`src/logic/mspi_params.svh`:
```
// SPI master sizing
// Buffer depth, buffer address width and number of slave selects

`ifndef MSPI_PARAMS_SVH
`define MSPI_PARAMS_SVH

// Words held by each of the transmit and receive buffers
`define MSPI_BUF_SIZE 256

// Width of a word index into either buffer
`define MSPI_BUF_AW 8

// Active-low slave select lines
// The command carries a 2-bit chip select so this stays at 4
`define MSPI_SS_WIDTH 4

`endif

```
`src/logic/mspi_pkg.sv`:
```
// SPI master shared types
// Data word, buffer index and the enums for the start handshake and APB decode

`include "mspi_params.svh"

package mspi_pkg;

    // Buffer data, APB data and the command word
    typedef logic [31:0] word_t;

    // Word index into a buffer
    typedef logic [`MSPI_BUF_AW-1:0] buf_addr_t;

    // Four-phase start handshake, pclk side
    typedef enum logic [1:0] {
        CDC_ZERO,
        CDC_WAIT_ONE,
        CDC_ONE,
        CDC_WAIT_ZERO
    } cdc_state_e;

    // Decoded APB target
    typedef enum logic [2:0] {
        REGION_CMD,
        REGION_STATUS,
        REGION_TXBUF,
        REGION_RXBUF,
        REGION_NONE
    } reg_region_e;

endpackage

```
`src/logic/mspi_intf.sv`:
```
// SPI engine in the sclk domain
// Shifts buffer words out on mosi, collects miso into the receive buffer
// and drives the active-low slave selects

`timescale 1ns/1ps
`include "mspi_params.svh"

module mspi_intf (
    input  logic                     sclk,
    input  logic                     rst_n_sclk,
    input  mspi_pkg::word_t          cmd_word,
    input  logic                     cdc_req,
    input  logic                     start_level,
    output logic                     ack_sclk,
    output mspi_pkg::buf_addr_t      tx_rd_addr,
    input  mspi_pkg::word_t          tx_rd_data,
    output logic                     rx_wr_en,
    output mspi_pkg::buf_addr_t      rx_wr_addr,
    output mspi_pkg::word_t          rx_wr_data,
    output logic                     spi_active,
    output logic [`MSPI_SS_WIDTH-1:0] ss_n,
    output logic                     mosi,
    input  logic [`MSPI_SS_WIDTH-1:0] miso
);
    import mspi_pkg::*;

    logic      start_sync;
    logic      start_d;
    logic      start_pulse;
    word_t     cmd_lat;
    buf_addr_t last_wd;
    logic [1:0] cs_sel;
    logic      trans_enable;
    logic      trans_enable_d;
    logic [4:0] bit_cnt;
    buf_addr_t wd_cnt;
    logic      last_bit;
    word_t     tx_data;
    logic      miso_sel;
    logic      sel_low;
    logic [4:0] rx_bit_cnt;
    buf_addr_t rx_wd_cnt;
    word_t     rx_shift;

    ////////////////////////////////////////
    // Start from pclk
    ////////////////////////////////////////

    // Request loops straight back as the ack
    spi_bitsync u_sync_req (
        .clk      (sclk),
        .rst_n    (rst_n_sclk),
        .data_in  (cdc_req),
        .data_out (ack_sclk)
    );

    spi_bitsync u_sync_start (
        .clk      (sclk),
        .rst_n    (rst_n_sclk),
        .data_in  (start_level),
        .data_out (start_sync)
    );

    assign start_pulse = start_sync & ~start_d;

    // cmd_word has been stable for two syncs by the time the pulse fires
    always_ff @(posedge sclk or negedge rst_n_sclk) begin
        if (!rst_n_sclk) begin
            start_d <= 1'b0;
            cmd_lat <= '0;
        end else begin
            start_d <= start_sync;
            if (start_pulse) begin
                cmd_lat <= cmd_word;
            end
        end
    end

    assign last_wd = cmd_lat[`MSPI_BUF_AW+1:2];
    assign cs_sel  = cmd_lat[31:30];

    ////////////////////////////////////////
    // Transmit
    ////////////////////////////////////////

    assign last_bit   = &bit_cnt;
    assign spi_active = trans_enable | trans_enable_d;

    // Read address stays one word ahead of the shifter
    always_ff @(posedge sclk or negedge rst_n_sclk) begin
        if (!rst_n_sclk) begin
            trans_enable   <= 1'b0;
            trans_enable_d <= 1'b0;
            bit_cnt        <= '0;
            wd_cnt         <= '0;
            tx_rd_addr     <= '0;
        end else begin
            if (start_pulse) begin
                trans_enable <= 1'b1;
            end else if (last_bit && (wd_cnt == last_wd)) begin
                trans_enable <= 1'b0;
            end
            trans_enable_d <= trans_enable;
            if (trans_enable) begin
                bit_cnt <= bit_cnt + 5'd1;
                if (last_bit) begin
                    wd_cnt <= wd_cnt + 1'b1;
                end
            end else begin
                bit_cnt <= '0;
                wd_cnt  <= '0;
            end
            if (start_pulse || (trans_enable && last_bit)) begin
                tx_rd_addr <= tx_rd_addr + 1'b1;
            end else if (!spi_active) begin
                tx_rd_addr <= '0;
            end
        end
    end

    // Load at each word boundary, MSB first
    always_ff @(posedge sclk) begin
        if (start_pulse || (trans_enable && last_bit)) begin
            tx_data <= tx_rd_data;
        end else begin
            tx_data <= {tx_data[30:0], 1'b0};
        end
    end

    // Outputs move on the falling edge, half a cycle before the slave samples
    always_ff @(negedge sclk or negedge rst_n_sclk) begin
        if (!rst_n_sclk) begin
            ss_n <= '1;
            mosi <= 1'b0;
        end else begin
            ss_n         <= '1;
            ss_n[cs_sel] <= ~trans_enable;
            mosi         <= trans_enable & tx_data[31];
        end
    end

    ////////////////////////////////////////
    // Receive
    ////////////////////////////////////////

    // Only the selected slave reaches the shifter
    assign miso_sel = miso[cs_sel];
    assign sel_low  = ~ss_n[cs_sel];

    // Own count of rising-edge samples inside the select window
    always_ff @(posedge sclk or negedge rst_n_sclk) begin
        if (!rst_n_sclk) begin
            rx_bit_cnt <= '0;
            rx_wd_cnt  <= '0;
            rx_wr_en   <= 1'b0;
            rx_wr_addr <= '0;
        end else begin
            rx_wr_en <= 1'b0;
            if (sel_low) begin
                rx_bit_cnt <= rx_bit_cnt + 5'd1;
                if (&rx_bit_cnt) begin
                    rx_wr_en   <= 1'b1;
                    rx_wr_addr <= rx_wd_cnt;
                    rx_wd_cnt  <= rx_wd_cnt + 1'b1;
                end
            end else begin
                rx_bit_cnt <= '0;
                rx_wd_cnt  <= '0;
            end
        end
    end

    always_ff @(posedge sclk) begin
        if (sel_low) begin
            rx_shift <= {rx_shift[30:0], miso_sel};
            // Full word including this sample
            if (&rx_bit_cnt) begin
                rx_wr_data <= {rx_shift[30:0], miso_sel};
            end
        end
    end

endmodule

```
`src/logic/spi_bitsync.sv`:
```
// Single-bit synchronizer
// Two flops into the destination clock, cleared on reset

`timescale 1ns/1ps

module spi_bitsync (
    input  logic clk,
    input  logic rst_n,
    input  logic data_in,
    output logic data_out
);

    // First stage may go metastable
    logic meta;

    always_ff @(posedge clk or negedge rst_n) begin
        if (!rst_n) begin
            meta     <= 1'b0;
            data_out <= 1'b0;
        end else begin
            meta     <= data_in;
            data_out <= meta;
        end
    end

endmodule

```
`config.mk`:
```
export PLATFORM = sky130hd
export DESIGN_NAME = mspi_intf
export DESIGN_NICKNAME = d
export VERILOG_FILES = /design/src/logic/mspi_pkg.sv /design/src/logic/mspi_intf.sv /design/src/logic/spi_bitsync.sv
export VERILOG_INCLUDE_DIRS = /design/src /design/src/logic
export SDC_FILE = /design/constraint.sdc
export NUM_CORES = 1
export LEC_CHECK = 0
export BUFFER_PORTS_ARGS = -buffer_cell sky130_fd_sc_hd__buf_2
export CAP_MARGIN = 25
export CORE_MARGIN = 2
export CORE_UTILIZATION = 40
export DETAILED_ROUTE_END_ITERATION = 7
export PLACE_DENSITY = 0.63
export SYNTH_ARGS = -nofsm -noshare
export SYNTH_HDL_FRONTEND = slang
export SYNTH_SLANG_ARGS = --single-unit
export TNS_END_PERCENT = 100
```
`constraint.sdc`:
```
create_clock -name sclk -period 2.7 [get_ports sclk]
set_clock_uncertainty 0.2 [all_clocks]
set_input_delay 0.135 -clock sclk [delete_from_list [all_inputs] [get_ports sclk]]
set_output_delay 0.135 -clock sclk [all_outputs]
set_load 0.02 [all_outputs]
```
Yosys cells after proc, flatten, opt, wreduce, memory -nomap -nowiden

Cells that the tools add are included.

Logic and storage cells: 67
Register bits after elaboration: 182
Output and inout bits: 56
Input bits: 72

Reduce and logical (&&, ||, !) cells: 9
Eq/ne operators: 3
$lt $le $gt $ge: 2
Add/subtract/negate cells: 5
Mux-type cells: 19
Bitwise operators: 8

Operator list:

| kind                  | number |
|---|---|
| $mux W8               | 6 |
| $mux W32              | 1 |
| $add A8 B1 Y8 const B | 3 |
| $add A5 B1 Y5 const B | 2 |
| $mux W5               | 2 |
| $reduce_and A5 Y1     | 2 |
| $eq A8 B8 Y1          | 1 |
| $mux W1               | 7 |
| $reduce_and A6 Y1     | 1 |
| $bmux W1 S2           | 2 |
| $ne A2 B1 Y1 const B  | 2 |
| $not A4 Y4            | 1 |
| $or A4 B4 Y4          | 1 |
| $reduce_bool A2 Y1    | 2 |
| $logic_and A1 B1 Y1   | 3 |
| $lt A2 B3 Y1 const B  | 1 |
| $not A1 Y1            | 3 |
| $and A1 B1 Y1         | 2 |
| $demux W1 S2          | 1 |
| $ge A2 B1 Y1 const B  | 1 |
| $logic_or A1 B1 Y1    | 1 |
| $or A1 B1 Y1          | 1 |

Depth between registers and ports, before layout

Depth after elaboration: 6
Mapped depth: 9
Gate-level depth less buffers: 7

Modules after synthesis

A second synthesis with hierarchy kept.

Cell total of the unflattened synthesis: 381
Area, all modules: 5705.5 um2

Modules (own cells, without submodules):

| module      | instances | area each (um2) | seq. area each (um2) | cells an instance |
|---|---|---|---|---|
| mspi_intf   | 1         | 5605.4          | 4063.9               | 377 |
| spi_bitsync | 2         | 50.0            | 50.0                 | 2 |

==> results.py <==
metrics = {
    "finish": {
        "regArea_um2": 4160,
        "area_growth_pct": 36.1,
        "diodes": 0,
        "final_cell_count_no_fill": 759,
        "n_fill_cell": 1120,
        "multi_input_comb_area_um2": 1490,
        "fin_nets": 645,
        "drive_gt1_frac": 0.371,
        "final_common_cell": "buf_2",
        "final_area_um2": 7770,
        "layout_common_cells": "buf_2 (101), edfxtp_1 (63), dfrtp_1 (60), nand2_1 (48), dlygate4sd3_1 (48)",
    },
    "power_and_ir_drop": {
        "p_per_area_nw_per_um2": 809,
        "vdd_drop_max_uv": 492,
        "power_mw": 6.28,
        "p_leak_nw": 3.37,
    },
    "global_route": {
        "gr-total-overflow": 0,
        "first_global_vias": 3529,
        "grt_pass1_wl_mm": 17.0,
        "track_usage": 0.148,
        "grt_max_degree": 50,
        "antenna_found_initial": 0,
    },
    "clock_tree": {
        "cts.sinks": 160,
        "cts.clk_slew.worst_paths_ns": 0.06,
        "numCtsBuffers": 17,
        "cts-root-buf": "clkbuf_16",
        "clkLatencyLatePin_ns": 0.44,
        "cts_tree": "done",
        "cts_buffer_depth": 2,
        "cts-htree-levels": 4,
    },
    "place": {
        "dp_hpwl_mm": 6.64,
        "dpl-instance-area_um2": 6590,
        "place_inst": 672,
        "place.port_buffers": 105,
        "gp_congestion": 0.767,
    },
    "timing": {
        "setup_viol": 89,
        "rsz0062_at_grt": "yes",
        "tns_ns": -46.31,
        "max_slew.worst_pin.slew_ns": 0.842,
        "hold_viol": 0,
        "fin_hold_ws_ns": 0.150,
        "relSlewSlack": 0.437,
        "slew_violations": 0,
        "fin_ws_ns": -0.599,
    },
    "critical_path": {
        "critPathKind": "reg2reg",
        "cp-start-kind": "flop",
        "endpoint_kind": "flop",
        "cp.required_ns": 2.79,
        "r2r_slack_ns": -0.60,
        "r2r-end": "rx_wr_addr[5]$_DFFE_PN0P_",
        "arrival_ns": 3.39,
        "path_max_fanout": 15,
        "r2r_start": "ss_n[3]$_DFF_NN1_",
        "r2r_cells": 4,
    },
    "floorplan": {
        "dieArea_um2": 15200,
        "fp.dieW_um": 123,
        "ios": 128,
        "start_util": 0.411,
        "rows": 43,
        "die_y_um": 123,
        "core-area_um2": 13900,
    },
    "status": {
        "status": "finished with violations",
        "violations": "negative setup slack",
    },
    "detailed_routing": {
        "viasPerCell": 4.69,
        "vias": 3560,
        "antenna_left": 0,
        "drcViolationCount": 0,
        "first_pass_iters": 5,
        "drt-total-wl_mm": 10.4,
        "drt_iter0_drc": 193,
        "wl_per_cell_um": 13.7,
    },
    "synth": {
        "syn_nets": 460,
        "syn-instance-count": 381,
        "syn_avg_cell_area_um2": 15.0,
        "netlist_area_um2": 5710,
        "yosysWarningCount": 0,
        "ys_ff_latch": 160,
        "synth_cell_types": 36,
        "ys_seq_area_frac": 0.730,
    },
    "worst_hold_path": {
        "min_to": "u_sync_start.data_out$_DFF_PN0_",
        "hp-class": "reg2reg",
        "worstHoldPathCells": 0,
        "hold_start": "u_sync_start.meta$_DFF_PN0_",
    },
    "job": {
        "maxCapViolCount": 0,
    },
}
## metrics by stage
| step | utilization | setup WS (ns) |
|---|---|---|
| 3_3_place_gp | 0.475 | -0.554 |
| 3_5_place_dp | 0.475 | -0.575 |
| 6_report | 0.559 | -0.599 |
| 4_1_cts | 0.558 | -0.593 |
| 5_1_grt | 0.559 | -0.634 |
| 2_1_floorplan | - | -1.38 |
## worst max-delay path, stage by stage, from the launching register on
cell     delay [ns]
dfstp_2        0.36
mux4_2         0.51
nor3_4         0.21
buf_12         0.18
mux2_2         0.34
## sequential cells by signal (all words and copies together) (netlist names)
name	flops
trans_enable	1
bit_cnt	5
tx_rd_addr	8
u_sync_start.data_out	1
rx_wr_addr	8
ss_n	4
mosi	1
trans_enable_d	1
wd_cnt	8
rx_wr_en	1
rx_wr_data	32
u_sync_req.data_out	1
u_sync_req.meta	1
start_d	1
cmd_lat	10
tx_data	32
rx_shift	31
u_sync_start.meta	1
rx_bit_cnt	5
rx_wd_cnt	8
## routing by layer
layer / wire length (um) / GRT usage / up-vias
met3: 523 / 0.0475 / 11
met4: 123 / 0.0554 / 0
li1: - / - / 1710
met5: 0 / 0 / -
met1: 4720 / 0.194 / 1741
met2: 5010 / 0.230 / 98
## logic make-up after synthesis
| family | count (synthesis) | share of synthesized area |
|---|---|---|
| AO/OA/AOI/OAI | 23 | 0.0226 |
| XOR/XNOR | 22 | 0.0338 |
| buffers and inverters | 16 | 0.0125 |
| flip-flops | 160 | 0.730 |
| multiplexers | 46 | 0.0939 |
| AND/OR/NAND/NOR | 107 | 0.0921 |
| adder cells (fa/ha/maj) | 7 | 0.0154 |
## cell type report
class / count / area share
clock buffer: 18 / 0.0553
tap: 180 / 0.0290
sequential: 160 / 0.536
multi-input combinational: 205 / 0.192
clock inverter: 18 / 0.0219
timing repair buffer: 175 / 0.163
inverter: 3 / 0.00193
## synthesized netlist by cell type (all sizes together)
cell type	count	area, um^2
dfxtp	32	641
and3	4	25.0
dfrtn	1	25.0
xor2	15	131
and2b	2	15.0
nor2b	4	25.0
a21o	1	7.51
xnor2	7	61.3
ha	7	87.6
or3b	1	8.76
buf	4	26.3
mux2i	4	40.0
or3	4	25.0
nand4	6	37.5
mux4	2	45.0
dfrtp	60	1500
nand3	9	45.0
clkbuf	8	30.0
mux2	40	450
nand2	48	180
a21boi	2	15.0
inv	4	15.0
nand2b	1	6.26
a211oi	2	15.0
and2	11	68.8
nor4	1	6.26
nor2	11	41.3
o22ai	1	6.26
a21oi	8	40.0
nand3b	2	15.0
edfxtp	63	1890
o21ai	9	45.0
dfstp	4	105
nor3	3	26.3
## power breakdown
group	switching, mW	internal (mW)
Combinational	0.366	0.444
Sequential	0.189	2.94
Clock	0.960	1.38
Total	1.51	4.77
## timing repair
action / CTS / global route
setup buffers: 4 / 2
resized for setup: 16 / 9
hold buffers: 48 / 0
pin swaps: 0 / 0
setup endpoints to repair: 89 / 89
gates cloned: 0 / 0
hold endpoints to repair: 57 / 0
## worst max path at each step
stage	startpoint	endpoint	slack [ns]	cells past startpoint
final	ss_n[3]$_DFF_NN1_	rx_wr_addr[5]$_DFFE_PN0P_	-0.60	4
after global routing	ss_n[2]$_DFF_NN1_	rx_shift[8]$_DFFE_PN_	-0.63	5
after CTS	ss_n[3]$_DFF_NN1_	rx_wr_addr[5]$_DFFE_PN0P_	-0.59	4
after detailed placement	ss_n[3]$_DFF_NN1_	rx_wr_addr[5]$_DFFE_PN0P_	-0.58	4
after global placement	ss_n[3]$_DFF_NN1_	rx_wr_addr[6]$_DFFE_PN0P_	-0.55	4
after floorplan	ss_n[3]$_DFF_NN1_	rx_wr_addr[0]$_DFFE_PN0P_	-1.38	3
Power figures use the tool's default switching activity.
