File: src/logic/mspi_params.svh
// SPI master sizing
// Buffer depth, buffer address width and number of slave selects

`ifndef MSPI_PARAMS_SVH
`define MSPI_PARAMS_SVH

// Words held by each of the transmit and receive buffers
`define MSPI_BUF_SIZE 256

// Width of a word index into either buffer
`define MSPI_BUF_AW 8

// Active-low slave select lines
// The command carries a 2-bit chip select so this stays at 4
`define MSPI_SS_WIDTH 4

`endif

File: src/logic/mspi_pkg.sv
// SPI master shared types
// Data word, buffer index and the enums for the start handshake and APB decode

`include "mspi_params.svh"

package mspi_pkg;

    // Buffer data, APB data and the command word
    typedef logic [31:0] word_t;

    // Word index into a buffer
    typedef logic [`MSPI_BUF_AW-1:0] buf_addr_t;

    // Four-phase start handshake, pclk side
    typedef enum logic [1:0] {
        CDC_ZERO,
        CDC_WAIT_ONE,
        CDC_ONE,
        CDC_WAIT_ZERO
    } cdc_state_e;

    // Decoded APB target
    typedef enum logic [2:0] {
        REGION_CMD,
        REGION_STATUS,
        REGION_TXBUF,
        REGION_RXBUF,
        REGION_NONE
    } reg_region_e;

endpackage

File: src/logic/mspi_apb_regs.sv
// APB register front end of the SPI master
// Command and status registers, buffer windows and the pclk half of the
// start handshake into the sclk domain

`timescale 1ns/1ps
`include "mspi_params.svh"

module mspi_apb_regs (
    input  logic                pclk,
    input  logic                rst_n_pclk,
    input  logic                psel,
    input  logic                penable,
    input  logic                pwrite,
    input  logic [11:0]         paddr,
    input  mspi_pkg::word_t     pwdata,
    output mspi_pkg::word_t     prdata,
    output logic                pslverr,
    output logic                tx_wr_en,
    output mspi_pkg::buf_addr_t tx_wr_addr,
    output mspi_pkg::word_t     tx_wr_data,
    output mspi_pkg::buf_addr_t rx_rd_addr,
    input  mspi_pkg::word_t     rx_rd_data,
    output mspi_pkg::word_t     cmd_word,
    output logic                cdc_req,
    output logic                start_level,
    input  logic                ack_sclk,
    input  logic                active_sclk
);
    import mspi_pkg::*;

    reg_region_e region;
    cdc_state_e  cdc_state;
    logic        apb_access;
    logic        apb_wr;
    logic        apb_rd;
    logic        cmd_wr;
    logic        cmd_lock;
    logic        ack_pclk;
    logic        active_pclk;
    logic        active_pclk_d;
    logic        done_set;
    logic        done;
    logic        hs_busy;

    ////////////////////////////////////////
    // Address decode
    ////////////////////////////////////////

    // Bits 11:10 pick the window, low bits the register
    always_comb begin
        case (paddr[11:10])
            2'b00: begin
                if (paddr[9:0] == 10'h000) begin
                    region = REGION_CMD;
                end else if (paddr[9:0] == 10'h004) begin
                    region = REGION_STATUS;
                end else begin
                    region = REGION_NONE;
                end
            end
            2'b01:   region = REGION_TXBUF;
            2'b10:   region = REGION_RXBUF;
            default: region = REGION_NONE;
        endcase
    end

    // Zero wait states, so the access phase is the whole transfer
    assign apb_access = psel & penable;
    assign apb_wr     = apb_access & pwrite;
    assign apb_rd     = apb_access & ~pwrite;
    assign cmd_wr     = apb_wr & (region == REGION_CMD);

    // Buffer windows share the word offset
    assign tx_wr_en   = apb_wr & (region == REGION_TXBUF);
    assign tx_wr_addr = paddr[`MSPI_BUF_AW+1:2];
    assign tx_wr_data = pwdata;
    assign rx_rd_addr = paddr[`MSPI_BUF_AW+1:2];

    ////////////////////////////////////////
    // Command and status
    ////////////////////////////////////////

    // Lock from start rising until done, engine may latch cmd_word any time in between
    always_ff @(posedge pclk or negedge rst_n_pclk) begin
        if (!rst_n_pclk) begin
            cmd_word <= '0;
            cmd_lock <= 1'b0;
        end else begin
            if (cmd_wr && !cmd_lock) begin
                cmd_word <= pwdata;
            end
            if (cmd_wr && !cmd_lock && pwdata[0] && !cmd_word[0]) begin
                cmd_lock <= 1'b1;
            end else if (done_set) begin
                cmd_lock <= 1'b0;
            end
        end
    end

    // Engine activity seen in pclk, falling edge ends a transfer
    assign done_set = active_pclk_d & ~active_pclk;

    always_ff @(posedge pclk or negedge rst_n_pclk) begin
        if (!rst_n_pclk) begin
            active_pclk_d <= 1'b0;
            done          <= 1'b0;
        end else begin
            active_pclk_d <= active_pclk;
            // Sticky until software touches CMD
            if (done_set) begin
                done <= 1'b1;
            end else if (cmd_wr) begin
                done <= 1'b0;
            end
        end
    end

    assign hs_busy = (cdc_state == CDC_WAIT_ONE) || (cdc_state == CDC_WAIT_ZERO);

    ////////////////////////////////////////
    // Start handshake
    ////////////////////////////////////////

    // Request out, ack is the request back from sclk
    always_ff @(posedge pclk or negedge rst_n_pclk) begin
        if (!rst_n_pclk) begin
            cdc_state   <= CDC_ZERO;
            cdc_req     <= 1'b0;
            start_level <= 1'b0;
        end else begin
            case (cdc_state)
                CDC_ZERO: begin
                    if (cmd_word[0] && !ack_pclk) begin
                        cdc_state <= CDC_WAIT_ONE;
                        cdc_req   <= 1'b1;
                    end
                end
                CDC_WAIT_ONE: begin
                    if (ack_pclk) begin
                        cdc_state   <= CDC_ONE;
                        cdc_req     <= 1'b0;
                        start_level <= 1'b1;
                    end
                end
                CDC_ONE: begin
                    if (!cmd_word[0] && !ack_pclk) begin
                        cdc_state <= CDC_WAIT_ZERO;
                        cdc_req   <= 1'b1;
                    end
                end
                default: begin
                    if (ack_pclk) begin
                        cdc_state   <= CDC_ZERO;
                        cdc_req     <= 1'b0;
                        start_level <= 1'b0;
                    end
                end
            endcase
        end
    end

    spi_bitsync u_sync_ack (
        .clk      (pclk),
        .rst_n    (rst_n_pclk),
        .data_in  (ack_sclk),
        .data_out (ack_pclk)
    );

    spi_bitsync u_sync_active (
        .clk      (pclk),
        .rst_n    (rst_n_pclk),
        .data_in  (active_sclk),
        .data_out (active_pclk)
    );

    ////////////////////////////////////////
    // Read data and errors
    ////////////////////////////////////////

    always_comb begin
        case (region)
            REGION_CMD:    prdata = cmd_word;
            REGION_STATUS: prdata = {30'd0, done, hs_busy};
            REGION_RXBUF:  prdata = rx_rd_data;
            default:       prdata = '0;
        endcase
    end

    // RXBUF is read only, TXBUF write only
    assign pslverr = (apb_wr & (region == REGION_RXBUF))
                   | (apb_rd & (region == REGION_TXBUF))
                   | (apb_access & (region == REGION_NONE));

endmodule

File: src/logic/spi_bitsync.sv
// Single-bit synchronizer
// Two flops into the destination clock, cleared on reset

`timescale 1ns/1ps

module spi_bitsync (
    input  logic clk,
    input  logic rst_n,
    input  logic data_in,
    output logic data_out
);

    // First stage may go metastable
    logic meta;

    always_ff @(posedge clk or negedge rst_n) begin
        if (!rst_n) begin
            meta     <= 1'b0;
            data_out <= 1'b0;
        end else begin
            meta     <= data_in;
            data_out <= meta;
        end
    end

endmodule

File: config.mk
export PLATFORM = sky130hd
export DESIGN_NAME = mspi_apb_regs
export DESIGN_NICKNAME = d
export VERILOG_FILES = /design/src/logic/mspi_pkg.sv /design/src/logic/mspi_apb_regs.sv /design/src/logic/spi_bitsync.sv
export VERILOG_INCLUDE_DIRS = /design/src /design/src/logic
export SDC_FILE = /design/constraint.sdc
export NUM_CORES = 1
export LEC_CHECK = 0
export CAP_MARGIN = 20
export CORE_MARGIN = 2
export CORE_UTILIZATION = 34
export DETAILED_ROUTE_END_ITERATION = 8
export DONT_BUFFER_PORTS = 1
export PLACE_DENSITY_LB_ADDON = 0.05
export RECOVER_POWER = 50
export SLEW_MARGIN = 15
export SYNTH_ARGS = -nofsm -noshare
export SYNTH_HDL_FRONTEND = slang
export SYNTH_SLANG_ARGS = --single-unit
File: constraint.sdc
create_clock -name pclk -period 2.5 [get_ports pclk]
set_input_delay 0.5 -clock pclk [delete_from_list [all_inputs] [get_ports pclk]]
set_output_delay 0.5 -clock pclk [all_outputs]
set_load 0.005 [all_outputs]
Yosys cells after proc, flatten, opt, wreduce, memory -nomap -nowiden. Index checks and enable logic that the tools add are counted.

Equal/unequal tests: 13. Muxes and demuxes: 19. Bitwise operators: 14. Reduce and logical (&&, ||, !) cells: 20.

Operators by type and width (number): $pmux W32 S3 (1); $eq A10 B3 Y1 const B (1); $logic_not A10 Y1 (1); $and A1 B1 Y1 (9); $pmux W3 S3 (1); $mux W1 (8); $mux W2 (4); $eq A2 B2 Y1 const B (3); $eq A3 B2 Y1 const B (2); $mux W3 (2); $pmux W2 S3 (1); $logic_and A1 B1 Y1 (5); $eq A2 B1 Y1 const B (2); $logic_not A2 Y1 (2); $ne A2 B2 Y1 const B (2); $pmux W1 S2 (2); $reduce_and A4 Y1 (1); $reduce_bool A2 Y1 (2); $eq A3 B1 Y1 const B (1); $eq A3 B3 Y1 const B (1); $logic_not A1 Y1 (3); $logic_not A3 Y1 (1); $not A1 Y1 (3); $reduce_and A3 Y1 (1); other kinds (6) (7).

Bits in registers: 43. Bits of input ports: 83. Output and inout bits: 116. Logic and storage cells: 77.

Longest topological paths before layout.
Depth in word-level cells: 10. Gate-level depth with buffers: 7. Gate-level depth less buffers: 6.

By module. From an unflattened synthesis, not the netlist that was laid out.

Cells, all modules: 223. Area total of the unflattened synthesis: 2698.8 um^2.

By module, submodules not included: mspi_apb_regs (instances 1, cells an instance 219, area each 2598.7 um^2, sequential area each 975.9 um^2); spi_bitsync (instances 2, cells an instance 2, area each 50.0 um^2, sequential area each 50.0 um^2).

Least setup slack after synthesis. Ideal clock, no wire load.

Path kind: input port to output port. Start point: input port paddr[10]. End point: output port prdata[14]. Data arrival time: 1.802 ns. Data required time: 2.000 ns. Path slack: 0.198 ns. Cell stages on the path: 7. Path buffers: 1. Cell sequence: inv_1 -> ha_1 -> nor3_1 -> nand3_2 -> nor2_1 -> clkbuf_1 -> a22o_1.

Longest elaborated chain between the ends: 4. Elaborated cells on any way between the ends: 8. Classes of those cells: eq/ne (4); mux (2); reduce/logical (2).

Ends and longest elaborated chain: start, declared (RTL line mspi_apb_regs.sv:14) `input logic [11:0] paddr,`; $eq A2 B2 Y1 (tied with other cells) (RTL line mspi_apb_regs.sv:51) `case (paddr[11:10])`; $pmux W3 S3 (*) (RTL line mspi_apb_regs.sv:51); $eq A3 B2 Y1 (tied with other cells) (RTL line mspi_apb_regs.sv:181) `case (region)`; $pmux W32 S3 (*) (RTL line mspi_apb_regs.sv:181); end, declared (RTL line mspi_apb_regs.sv:16) `output mspi_pkg::word_t prdata,`.

Mark *: on every way between the ends. The rest lies on a longest branch, timed or not.

Worst setup path after layout.
Start point: input port paddr[10]. End point: output port prdata[11].

Same word-level chain as after synthesis.

==> results.txt <==
Fin. max-slew vios -> 44
Die height -> 92.6 µm
Pwr/cell area -> 473 nW/µm²
NetSw -> 275 µW
Vias in the first global route -> 1558
CP Launch Type -> primary input
Synth top area cells -> dfrtp_1, mux2_4, buf_4, a22o_1, ha_1
Vias -> 1483
Placer Congestion -> 0.739
Setup TNS -> 0 ns
Top FF cell, synth -> dfrtp_1
Root Driver -> clkbuf_8
Post-DRT Antenna Nets -> 0
Worst Path Arrival -> 1.77 ns
Post-CTS resize count -> 0
Hold Crit Depth -> 0
Final wirelength -> 5.55 mm
RSZ-0062 raised after global routing -> no
Skew-Pair Late Insertion Delay -> 0.29 ns
Worst Hold End -> u_sync_active.meta
Share of total power in sequential cells -> 0.585
Capturing point of the worst reg2reg path -> cdc_state[1]
WL/cell -> 19.7 µm
Count of final hold-check violations -> 0
Post-DP HPWL -> 4.07 mm
Crit-path max FO -> 24
Worst Path Required -> 2.00 ns
Fmax achieved -> 0.440 GHz
Reg2Reg Depth -> 6
Peak VDD IR -> 188 µV
Hold Crit Class -> primary input to flip-flop
First-pass GRT wire length -> 8.39 mm
Post-synth net total -> 314
Crit end category -> output pin
CORE AREA -> 7650 µm²
# Post-CTS Setup Buffers -> 0
Nets -> 269
CTS tree -> yes
Yosys top cell by area -> dfrtp_1
Die Footprint -> 8570 µm²
Buffer depth of the longest clock path -> 2
Largest net degree at the start of global routing -> 44
CP Launch Point -> paddr[10]
Failing checks -> capacitance limit, slew limit
Pint -> 925 µW
Mapped Area -> 2670 µm²
Clk sinks -> 43
Period utilization -> 0.908
Total power -> 1200 µW
Row cnt -> 32
Worst-path clk slew -> 0.08 ns
Number of flops mapped to enable cells by yosys -> 0
Net Sw Frac -> 0.229
Clk pwr share -> 0.353
Cells after Synth -> 223
Drt drc -> 0
Setup WS post-layout -> 0.230 ns
Hold_sp -> active_sclk
Status -> finished, violations left
Pre-CTS setup slack -> 0.125 ns
Initial Utilization -> 0.349
Slew headroom -> -0.249
Initial antenna violation count -> 0
Synth cell types -> 26
Yosys reg bits -> 43
Asr flop ratio synth -> 1.00
Final min period -> 2.27 ns
Max-cap check violation count -> 1
Grt ovf -> 0
Die X -> 92.6 µm
Most frequent cells in the layout -> dfrtp_1, a22o_1, mux2_4, ha_1
GRT Util Overall -> 0.127
Clock skew -> 0.00777 ns
Reg2reg start -> cdc_state[0]
Area growth, synth to finish -> -4.88%
Layout cells sized above 1 -> 0.291
Syn Area/Cell -> 12.0 µm²
Gate power share -> 0.062
Top cell type's share of synthesized area -> 0.403
Measured slew at the worst slew-check pin -> 1.87 ns
Hold slack -> 0.230 ns
Leading cell type in the layout, fill and taps excluded -> dfrtp_1
R2r setup slk -> 0.81 ns
Pleak -> 0.00115 µW
Setup Viol. Count Final -> 0
Htree depth -> 2
Vias per cell -> 5.28
Critical path class -> primary input to output pin
Sequential fraction of the synthesis area -> 0.403
Antenna cells -> 0
Io pins -> 199
Fin util -> 0.332
Initial drt markers -> 55
IO Port Bufs -> 0
Synth Warn # -> 0
Num CTS Buffers -> 5
DRT Pass-1 Iters -> 4
-- state kept, by name, indices dropped and copies added, names as in the netlist --
name	count
active_pclk_d	1
cdc_req	1
cdc_state	2
cmd_lock	1
cmd_word	32
done	1
start_level	1
u_sync_ack.data_out	1
u_sync_ack.meta	1
u_sync_active.data_out	1
u_sync_active.meta	1
-- repair_timing --
action / CTS / global route
endpoints found under the hold margin: 43 / 0
hold buffers: 1 / 0
endpoints found under the setup margin: 0 / 0
-- critical path: stages --
cell     delay, ns
inv_1         0.05
ha_1          0.31
nor3_1        0.19
nand3_2       0.16
nor2_2        0.19
buf_12        0.19
a22o_1        0.18
-- per-layer routing --
metal,GRT usage,wire length [µm],vias to the layer above
li1,-,-,647
met1,0.153,2170,730
met2,0.213,2860,102
met3,0.0480,482,4
met4,0.0361,35,0
met5,0,0,-
-- kinds of logic (layout without fill, tap and decap cells) --
logic type / count (synthesis) / after routing / synth area share
buf+inv: 64 / 20 / 0.166
flops: 43 / 43 / 0.403
compound gates: 42 / 42 / 0.123
mux: 37 / 37 / 0.195
simple gates: 29 / 29 / 0.0745
fa+ha+maj: 8 / 8 / 0.0375
-- through the flow --
step,instances,instance area [µm²]
after global placement,272,2440
final,281,2540
after floorplan,223,2670
after global routing,281,2540
after detailed placement,272,2440
after CTS,281,2550
-- cell type report --
| type | count | area (µm²) |
|---|---|---|
| Multi-Input combinational cell | 116 | 1150 |
| Inverter | 6 | 22.5 |
| Timing Repair Buffer | 6 | 75.1 |
| Clock buffer | 6 | 72.6 |
| Clock inverter | 2 | 12.5 |
| Tap cell | 102 | 128 |
| Sequential cell | 43 | 1080 |
| Fill cell | 778 | 5110 |
-- worst max-delay path by stage --
stage / depth (start not counted) / endpoint / slack [ns]
2_1_floorplan: 7 / prdata[14] / 0.20
3_3_place_gp: 7 / cmd_word[7] / 0.16
3_5_place_dp: 7 / cmd_word[31] / 0.13
4_1_cts: 7 / prdata[11] / 0.21
5_1_grt: 7 / prdata[11] / 0.13
6_report: 7 / prdata[11] / 0.23
-- Yosys cell counts, types with 2 or more instances --
cell       n
buf_4     48
dfrtp_1   43
a22o_1    30
mux2_4    29
ha_1       8
clkbuf_1   7
nor2_1     7
inv_1      6
nand2_1    6
o21ai_0    6
mux2_2     5
a21oi_1    4
buf_6      3
mux2i_1    3
nand3_1    3
nor2b_1    2
nor3_1     2
nor3b_1    2
nor4_4     2
-- power by group through the flow --
stage	Sequential, µW	Clock (µW)	Combinational [µW]
global placement	716	0	60.2
detailed placement	716	0	60.7
CTS	702	456	80.3
floorplan	715	0	114
global route	703	485	84.9
finish	702	423	74.4
Note: power is estimated with default switching activity, not from simulation.
